### src/bf16_pkg.sv
package bf16_pkg;

  // bfloat16 field widths
  localparam int EXP_W  = 8;
  localparam int FRAC_W = 7;

  // mantissa with the hidden one, and the full mantissa product
  localparam int MANT_W = FRAC_W + 1;
  localparam int PROD_W = 2 * MANT_W;

  localparam int EXP_BIAS = 127;
  localparam int EXP_MAX  = 255;

  // signed exponent sum, wide enough for 254 + 254 - 127 and for 1 + 1 - 127
  localparam int ESUM_W = 10;

  // every NaN result uses this one quiet encoding
  localparam logic [15:0] QNAN = 16'h7FC0;

  // status codes seen at the output
  typedef enum logic [1:0] {
    FP_ZERO  = 2'd0,
    FP_INF   = 2'd1,
    FP_NAN   = 2'd2,
    FP_VALID = 2'd3
  } fp_status_e;

endpackage
### src/bf16_partial_if.sv
`timescale 1ns/100ps

interface bf16_partial_if import bf16_pkg::*; ();

  logic                     valid;
  logic                     sign;
  logic signed [ESUM_W-1:0] exp_sum;
  fp_status_e               special;
  // carry-save form of the mantissa product
  logic [PROD_W-1:0]        sum_row;
  logic [PROD_W-1:0]        carry_row;

  modport src (
    output valid, sign, exp_sum, special, sum_row, carry_row
  );

  modport dst (
    input valid, sign, exp_sum, special, sum_row, carry_row
  );

endinterface

### src/bf16_operands_if.sv
`timescale 1ns/100ps

interface bf16_operands_if import bf16_pkg::*; ();

  logic                     valid;
  logic                     sign;
  logic signed [ESUM_W-1:0] exp_sum;
  logic [MANT_W-1:0]        mant_a;
  logic [MANT_W-1:0]        mant_b;
  // operand class after priority, FP_VALID when both are normal
  fp_status_e               special;

  modport src (
    output valid, sign, exp_sum, mant_a, mant_b, special
  );

  modport dst (
    input valid, sign, exp_sum, mant_a, mant_b, special
  );

endinterface

### src/bf16_mul_top.sv
`timescale 1ns/100ps

module bf16_mul_top import bf16_pkg::*; (
  input  logic        clk,
  input  logic        rst_n,
  input  logic        in_valid,
  input  logic [15:0] a,
  input  logic [15:0] b,
  output logic        out_valid,
  output logic [15:0] result,
  output fp_status_e  status
);

  // unpack to tree
  bf16_operands_if ops_if ();

  // tree to normalize
  bf16_partial_if part_if ();

  bf16_unpack i_unpack (
    .clk      (clk),
    .rst_n    (rst_n),
    .in_valid (in_valid),
    .a        (a),
    .b        (b),
    .ops      (ops_if.src)
  );

  wallace_mant_mul i_wallace (
    .clk   (clk),
    .rst_n (rst_n),
    .ops   (ops_if.dst),
    .part  (part_if.src)
  );

  bf16_normalize_pack i_norm_pack (
    .clk       (clk),
    .rst_n     (rst_n),
    .part      (part_if.dst),
    .out_valid (out_valid),
    .result    (result),
    .status    (status)
  );

endmodule

### src/bf16_normalize_pack.sv
`timescale 1ns/100ps

module bf16_normalize_pack import bf16_pkg::*; (
  input  logic         clk,
  input  logic         rst_n,
  bf16_partial_if.dst  part,
  output logic         out_valid,
  output logic [15:0]  result,
  output fp_status_e   status
);

  logic [PROD_W-1:0]        prod;
  logic                     norm_shift;
  logic [FRAC_W-1:0]        frac;
  logic signed [ESUM_W-1:0] exp_adj;
  logic [15:0]              inf_word;
  logic [15:0]              zero_word;
  logic [15:0]              res_d;
  fp_status_e               stat_d;

  // final carry-propagate add, product of two normal mantissas is in [2^14, 2^16)
  assign prod       = part.sum_row + part.carry_row;
  assign norm_shift = prod[PROD_W-1];

  // truncation, low product bits are dropped
  assign frac    = norm_shift ? prod[PROD_W-2 -: FRAC_W] : prod[PROD_W-3 -: FRAC_W];
  assign exp_adj = part.exp_sum + ESUM_W'(norm_shift);

  assign inf_word  = {part.sign, EXP_W'(EXP_MAX), {FRAC_W{1'b0}}};
  assign zero_word = {part.sign, {(EXP_W + FRAC_W){1'b0}}};

  always_comb begin
    case (part.special)
      FP_NAN: begin
        res_d  = QNAN;
        stat_d = FP_NAN;
      end
      FP_INF: begin
        res_d  = inf_word;
        stat_d = FP_INF;
      end
      FP_ZERO: begin
        res_d  = zero_word;
        stat_d = FP_ZERO;
      end
      default: begin
        if (exp_adj >= EXP_MAX) begin
          res_d  = inf_word;
          stat_d = FP_INF;
        end else if (exp_adj <= 0) begin
          // underflow flushes to signed zero
          res_d  = zero_word;
          stat_d = FP_ZERO;
        end else begin
          res_d  = {part.sign, exp_adj[EXP_W-1:0], frac};
          stat_d = FP_VALID;
        end
      end
    endcase
  end

  always_ff @(posedge clk or negedge rst_n) begin
    if (!rst_n) begin
      out_valid <= 1'b0;
    end else begin
      out_valid <= part.valid;
    end
  end

  always_ff @(posedge clk) begin
    if (part.valid) begin
      result <= res_d;
      status <= stat_d;
    end
  end

endmodule

### src/wallace_mant_mul.sv
`timescale 1ns/100ps

module wallace_mant_mul import bf16_pkg::*; (
  input  logic          clk,
  input  logic          rst_n,
  bf16_operands_if.dst  ops,
  bf16_partial_if.src   part
);

  // one row of 3:2 cells, result packed as {carry, sum}
  // in edge columns one input is zero and the cell acts as a half adder
  function automatic logic [2*PROD_W-1:0] fa_row(
    input logic [PROD_W-1:0] x,
    input logic [PROD_W-1:0] y,
    input logic [PROD_W-1:0] z
  );
    logic [PROD_W-1:0] s;
    logic [PROD_W-1:0] c;
    s = x ^ y ^ z;
    c = ((x & y) | (x & z) | (y & z)) << 1;
    return {c, s};
  endfunction

  logic [PROD_W-1:0] pp [MANT_W];

  logic [PROD_W-1:0] s1a;
  logic [PROD_W-1:0] c1a;
  logic [PROD_W-1:0] s1b;
  logic [PROD_W-1:0] c1b;
  logic [PROD_W-1:0] s2a;
  logic [PROD_W-1:0] c2a;
  logic [PROD_W-1:0] s2b;
  logic [PROD_W-1:0] c2b;
  logic [PROD_W-1:0] s3;
  logic [PROD_W-1:0] c3;
  logic [PROD_W-1:0] s4;
  logic [PROD_W-1:0] c4;

  // 64 partial-product bits, row i shifted left by i
  always_comb begin
    for (int i = 0; i < MANT_W; i++) begin
      pp[i] = PROD_W'(ops.mant_a & {MANT_W{ops.mant_b[i]}}) << i;
    end
  end

  // stage 1, 8 rows down to 6
  assign {c1a, s1a} = fa_row(pp[0], pp[1], pp[2]);
  assign {c1b, s1b} = fa_row(pp[3], pp[4], pp[5]);

  // stage 2, 6 rows down to 4
  assign {c2a, s2a} = fa_row(s1a, c1a, s1b);
  assign {c2b, s2b} = fa_row(c1b, pp[6], pp[7]);

  // stage 3, 4 rows down to 3, c2b waits a stage
  assign {c3, s3} = fa_row(s2a, c2a, s2b);

  // stage 4, last two rows
  assign {c4, s4} = fa_row(s3, c3, c2b);

  always_ff @(posedge clk or negedge rst_n) begin
    if (!rst_n) begin
      part.valid <= 1'b0;
    end else begin
      part.valid <= ops.valid;
    end
  end

  // side info travels with the rows
  always_ff @(posedge clk) begin
    if (ops.valid) begin
      part.sign      <= ops.sign;
      part.exp_sum   <= ops.exp_sum;
      part.special   <= ops.special;
      part.sum_row   <= s4;
      part.carry_row <= c4;
    end
  end

endmodule

### src/bf16_unpack.sv
`timescale 1ns/100ps

module bf16_unpack import bf16_pkg::*; (
  input  logic        clk,
  input  logic        rst_n,
  input  logic        in_valid,
  input  logic [15:0] a,
  input  logic [15:0] b,
  bf16_operands_if.src ops
);

  logic [EXP_W-1:0]         exp_a;
  logic [EXP_W-1:0]         exp_b;
  logic                     a_nan;
  logic                     a_inf;
  logic                     a_zero;
  logic                     b_nan;
  logic                     b_inf;
  logic                     b_zero;
  logic signed [ESUM_W-1:0] esum;
  fp_status_e               cls;

  assign exp_a = a[FRAC_W +: EXP_W];
  assign exp_b = b[FRAC_W +: EXP_W];

  // subnormals fall into the zero class
  assign a_nan  = (exp_a == EXP_W'(EXP_MAX)) && (a[FRAC_W-1:0] != '0);
  assign a_inf  = (exp_a == EXP_W'(EXP_MAX)) && (a[FRAC_W-1:0] == '0);
  assign a_zero = (exp_a == '0);
  assign b_nan  = (exp_b == EXP_W'(EXP_MAX)) && (b[FRAC_W-1:0] != '0);
  assign b_inf  = (exp_b == EXP_W'(EXP_MAX)) && (b[FRAC_W-1:0] == '0);
  assign b_zero = (exp_b == '0);

  always_comb begin
    if (a_nan || b_nan || (a_inf && b_zero) || (a_zero && b_inf)) begin
      cls = FP_NAN;
    end else if (a_inf || b_inf) begin
      cls = FP_INF;
    end else if (a_zero || b_zero) begin
      cls = FP_ZERO;
    end else begin
      cls = FP_VALID;
    end
  end

  // biased sum, stays in range for any pair of 8-bit exponents
  assign esum = ESUM_W'(exp_a) + ESUM_W'(exp_b) - ESUM_W'(EXP_BIAS);

  always_ff @(posedge clk or negedge rst_n) begin
    if (!rst_n) begin
      ops.valid <= 1'b0;
    end else begin
      ops.valid <= in_valid;
    end
  end

  always_ff @(posedge clk) begin
    if (in_valid) begin
      ops.sign    <= a[15] ^ b[15];
      ops.exp_sum <= esum;
      ops.mant_a  <= {1'b1, a[FRAC_W-1:0]};
      ops.mant_b  <= {1'b1, b[FRAC_W-1:0]};
      ops.special <= cls;
    end
  end

endmodule

### config.mk
export PLATFORM = sky130hd
export DESIGN_NAME = bf16_mul_top
export DESIGN_NICKNAME = d
export VERILOG_FILES = /design/src/bf16_pkg.sv /design/src/bf16_partial_if.sv /design/src/bf16_operands_if.sv /design/src/bf16_mul_top.sv /design/src/bf16_normalize_pack.sv /design/src/wallace_mant_mul.sv /design/src/bf16_unpack.sv
export SDC_FILE = /design/constraint.sdc
export NUM_CORES = 1
export LEC_CHECK = 0
export BUFFER_PORTS_ARGS = -buffer_cell sky130_fd_sc_hd__buf_2
export CAP_MARGIN = 20
export CORE_MARGIN = 10
export CORE_UTILIZATION = 55
export DETAILED_ROUTE_END_ITERATION = 10
export PLACE_DENSITY = 0.84
export SYNTH_ARGS = -nofsm -noshare
export SYNTH_HDL_FRONTEND = slang
export SYNTH_SLANG_ARGS = --single-unit
### constraint.sdc
create_clock -name clk -period 4 [get_ports clk]
set_input_delay 0.2 -clock clk [delete_from_list [all_inputs] [get_ports clk]]
set_output_delay 0.2 -clock clk [all_outputs]
set_load 0.005 [all_outputs]
==> flow_results.org <==
** Status
- The flow ran to the end, and the final reports show no timing, DRC or antenna violations.

** Routing
- Detailed routing placed a total of 463 um of wire on met3.
- Post-Route WL :: 9.525 mm
- DR vias/cell :: 5.398
- Before antenna repair, the detailed router went through 4 iterations.
- Post-route DRC :: 0
- WL per Instance :: 14.52 um
- Post-route ant nets :: 0
- After detailed routing, the met2 layer carries 4.458 mm of wire.
- Wire length on met1 :: 4.383 mm
- Vias :: 3541
- DRC violation total after the first TritonRoute iteration :: 175
- The highest layer touched by signal routing is met4.

** Synthesis
- Register area share after synthesis :: 0.4458
- The synthesized netlist occupies a cell area of 5490 um2.
- Avg Inst Size Synth :: 11.99 um2
- Of the total synthesized cell area, the portion taken by AND, OR, NAND and NOR gates is 0.1534.
- Share of flip-flops with an asynchronous set or reset after synthesis :: 0.03659
- The number of nets in the synthesized netlist is 566.
- For this run, the leading register cell type out of synthesis is sky130_fd_sc_hd__edfxtp_1.
- Synthesis instantiated 59 different standard cells from the library.
- Multiplexer share of the synthesized area :: 0.01094
- By area the synthesized netlist is led by sky130_fd_sc_hd__edfxtp_1, sky130_fd_sc_hd__fa_1, sky130_fd_sc_hd__ha_1, sky130_fd_sc_hd__and2_1, sky130_fd_sc_hd__inv_1.
- Complex-gate fraction of the synthesized area :: 0.08387
- Number of synthesized flops with an enable pin :: 79
- Synthesized-area fraction occupied by adder cells :: 0.2197
- Post-Syn Instances :: 458
- Synth top area share :: 0.4321
- Post-synthesis cell type with the largest combined area :: sky130_fd_sc_hd__edfxtp_1
- Synthesized flop and latch total :: 82
- Xor-xnor portion of the synthesized cell area :: 0.04284
- By area, the combinational part of the netlist is dominated by adder cells.
- Warning count from the yosys run :: 0

** Setup path
- Largest incremental delay on the critical path :: 450 ps
- WS Path Type :: register to register
- Data on the critical path is required at its endpoint by 4100 ps.
- STA classifies the critical path endpoint as a register.
- The cell family contributing the most delay on the critical path is simple AND/OR/NAND/NOR gates.
- By instance count, the cell type seen most on the critical path is sky130_fd_sc_hd__ha_1.
- CP Cell Sequence :: ha_1 -> and3_1 -> nand3_1 -> nor3_1 -> nor3_4 -> inv_1 -> ha_1 -> ha_1 -> buf_4 -> nand4_1 -> a311o_1 -> o21ai_0 -> o2111ai_1 -> nand4_2 -> o21ai_1
- The critical path contains buffers and inverters numbering 2 combined.
- Largest driver fanout on the critical path :: 11
- CP Data Arrival Time :: 3710 ps
- STA classifies the critical path startpoint as a register.
- For this design, the slowest cell found on the critical path is sky130_fd_sc_hd__ha_1.

** Power
- Worst ir drop on vdd :: 0.3023 mV
- Power density of the placed cells :: 503.2 nW/um2
- Switching component of the power :: 0.001063 W
- Static leakage :: 2.566 nW
- Of the total power, the clock network draws 0.188.
- Cell internal power was estimated by the tool at 0.002004 W.
- Of the total power, the share spent switching nets is 0.3466.
- Combinational cell fraction of total power :: 0.411
- Sequential share of power :: 0.401

** Timing
- Setup repair after global routing left no endpoint under its margin.
- At the pin with the least slew margin, the transition time is 667.1 ps.
- For the final database, setup skew stands at 12.11 ps.
- Fin worst setup slack :: 392.9 ps
- Headroom to the max-slew limit came out at 0.5553.
- Setup TNS :: 0 ps
- For the finished layout, the period the worst path requires is 3607 ps.
- Final setup viols :: 0
- Achievable Freq :: 277.2 MHz
- Hold Vio Cnt, Final :: 0
- Final worst path period share :: 0.9018
- Pins over their slew limit :: 0

** Die
- DIE WIDTH :: 119.9 um
- Number of placement rows :: 36
- The initial utilization of the core area, before any placement, comes to 0.5643.
- Die Span Y :: 119.9 um
- The die covers 14380 um2.
- In this run the count of I/O pins placed on the die edge is 54.
- The core region is 9729 um2.

** GRT
- The initial antenna violation count is 0.
- Across every metal layer, demand over resource in global routing totals 0.1380.
- The first global-routing pass estimated 16.40 mm of wire.
- Entering global routing, the biggest net connects 35 pins.
- Vias in the first global route :: 3731
- Leftover overflow at the end of global routing :: 0

** Run
- Total of max-cap violations :: 0

** Clock network
- Buffer count from post-CTS setup fixing :: 0
- CTS tree :: done
- Worst skew pair latency :: 360 ps
- Maximum level of the CTS H-tree :: 3
- After clock tree synthesis, the clock-pin slew on the worst setup and hold paths is 90 ps.
- Clock tree synthesis inserted a total of 9 buffers.
- In this run the clock root is driven by a sky130_fd_sc_hd__clkbuf_8.
- Maximum root-to-sink buffer count :: 2
- Gates resized during post-CTS repair numbered 0.
- The clock drives 82 sinks.

** Placement
- Timing analysis after detailed placement gives a worst setup slack of 417.7 ps.
- In this run, placement finished with an instance count of 639.
- Port Buf Inserts :: 53
- Final weighted congestion in routability-driven placement :: 0.9217
- The HPWL after detailed placement is 7.680 mm.

** Final layout
- The number of antenna diodes in the final layout is 0.
- After the last flow step, the layout net total stands at 626.
- At the end of the flow the core is filled with cells to 0.6263.
- Share of final-layout standard cells stronger than drive strength 1 :: 0.1549
- Filler instances :: 783
- Non-filler cells in the finished layout :: 656
- Area added between synthesis and finish :: 10.98%

** Min path
- Path type of the worst min-delay path :: primary input to register
-- Yosys cell counts, types with 2 or more instances --
cell                       instances
sky130_fd_sc_hd__o21ai_0          12
sky130_fd_sc_hd__o311ai_0          2
sky130_fd_sc_hd__inv_1            49
sky130_fd_sc_hd__buf_4             2
sky130_fd_sc_hd__buf_2             2
sky130_fd_sc_hd__a211oi_1          6
sky130_fd_sc_hd__and3_1            6
sky130_fd_sc_hd__fa_1             39
sky130_fd_sc_hd__o22ai_1           2
sky130_fd_sc_hd__nand2_1          26
sky130_fd_sc_hd__a21oi_1          13
sky130_fd_sc_hd__or2_2             2
sky130_fd_sc_hd__clkbuf_1          2
sky130_fd_sc_hd__o211ai_1          2
sky130_fd_sc_hd__xnor2_1          12
sky130_fd_sc_hd__or4_1             3
sky130_fd_sc_hd__o21a_1            4
sky130_fd_sc_hd__nand4_1           9
sky130_fd_sc_hd__a22oi_1           2
sky130_fd_sc_hd__and4_1            2
sky130_fd_sc_hd__and2_1           42
sky130_fd_sc_hd__dfrtp_1           3
sky130_fd_sc_hd__nor2b_1           3
sky130_fd_sc_hd__nand3_1           7
sky130_fd_sc_hd__mux2i_1           6
sky130_fd_sc_hd__ha_1             34
sky130_fd_sc_hd__edfxtp_1         79
sky130_fd_sc_hd__nor4_1            6
sky130_fd_sc_hd__xor2_1           13
sky130_fd_sc_hd__nand2b_1          4
sky130_fd_sc_hd__nor2_1           25
sky130_fd_sc_hd__buf_6             2
sky130_fd_sc_hd__o221ai_1          2
sky130_fd_sc_hd__nor3_1            6
sky130_fd_sc_hd__a32oi_1           2
sky130_fd_sc_hd__a21o_1            4
-- layout by cell type, fill, tap and decap left out, drive strengths merged, types with 3 or more instances in the layout --
cell,instances
edfxtp,79
buf,56
inv,50
and2,42
fa,39
ha,34
nand2,26
nor2,25
xor2,14
a21oi,13
o21ai,13
xnor2,12
nand4,10
clkbuf,10
nand3,8
nor3,7
mux2i,6
nor4,6
a211oi,6
and3,6
o21a,5
a21o,4
nand2b,4
or4,3
nor2b,3
dfrtp,3
o22ai,3
and4,3
-- registers in the layout, indices dropped and copies added (netlist names) --
name,count
i_norm_pack.result,16
i_wallace.part.carry_row,11
i_unpack.ops.exp_sum,10
i_wallace.part.exp_sum,10
i_wallace.part.sum_row,10
i_unpack.ops.mant_a,7
i_unpack.ops.mant_b,7
i_norm_pack.status,2
i_unpack.ops.special,2
i_wallace.part.special,2
i_norm_pack.out_valid,1
i_unpack.ops.sign,1
i_unpack.ops.valid,1
i_wallace.part.sign,1
i_wallace.part.valid,1
-- stage by stage --
| step | area, um2 | hold slack, ps | power [W] |
|---|---|---|---|
| finish | 6093 | 33.42 | 0.003066 |
| global placement | 5889 | 1.393 | 0.002426 |
| CTS | 6093 | 12.34 | 0.003093 |
| floorplan | 5490 | -95.59 | 0.002215 |
| global route | 6093 | 12.65 | 0.003339 |
| detailed placement | 5889 | 1.932 | 0.002503 |
-- power groups by stage --
| stage | sequential [W] | clock (W) | combinational (W) |
|---|---|---|---|
| 6_report | 0.00123 | 0.000577 | 0.00126 |
| 5_1_grt | 0.00125 | 0.000638 | 0.00145 |
| 4_1_cts | 0.00123 | 0.000594 | 0.00127 |
| 3_5_place_dp | 0.00125 | 0 | 0.00125 |
| 3_3_place_gp | 0.00124 | 0 | 0.00119 |
| 2_1_floorplan | 0.00122 | 0 | 0.000993 |
-- final timing paths --
check / slack (ps) / endpoint / startpoint / cells after the start
worst min register to register: 390 / i_wallace.part.valid / i_unpack.ops.valid / 0
max in group asynchronous: 3730 / i_wallace.part.valid / rst_n / 2
worst max-delay path: 390 / i_norm_pack.result[6] / i_wallace.part.sum_row[11] / 15
worst min-delay path: 30 / i_unpack.ops.mant_b[5] / b[5] / 1
worst max register to register: 390 / i_norm_pack.result[6] / i_wallace.part.sum_row[11] / 15
min in group asynchronous: 170 / i_norm_pack.out_valid / rst_n / 2
-- timing repair --
item,4_1_cts,5_1_grt
hold endpoints to repair,3,0
hold buffers,1,0
endpoints found under the setup margin,0,0
-- area by class of cell --
| cell class | instances | area [um2] | area share |
|---|---|---|---|
| multi-input combinational | 319 | 2804 | 0.4602 |
| sequential | 82 | 2447 | 0.4016 |
| timing repair buffer | 57 | 297.8 | 0.04887 |
| inverter | 49 | 183.9 | 0.03018 |
| tap | 133 | 166.4 | 0.02731 |
| clock buffer | 10 | 127.6 | 0.02094 |
| clock inverter | 6 | 66.31 | 0.01088 |
-- cells by family after synthesis --
logic type               after synthesis
flip-flops                            82
adder cells (fa/ha/maj)               73
AND/OR/NAND/NOR                      150
buffers and inverters                 57
XOR/XNOR                              26
AO/OA/AOI/OAI                         64
multiplexers                           6
-- routing by layer --
layer	vias up	GRT usage
met5	-	0
met4	0	0.06259
met3	19	0.03797
met2	95	0.2266
met1	1673	0.1663
li1	1754	-
No activity file was read; power rests on OpenSTA's default activity.
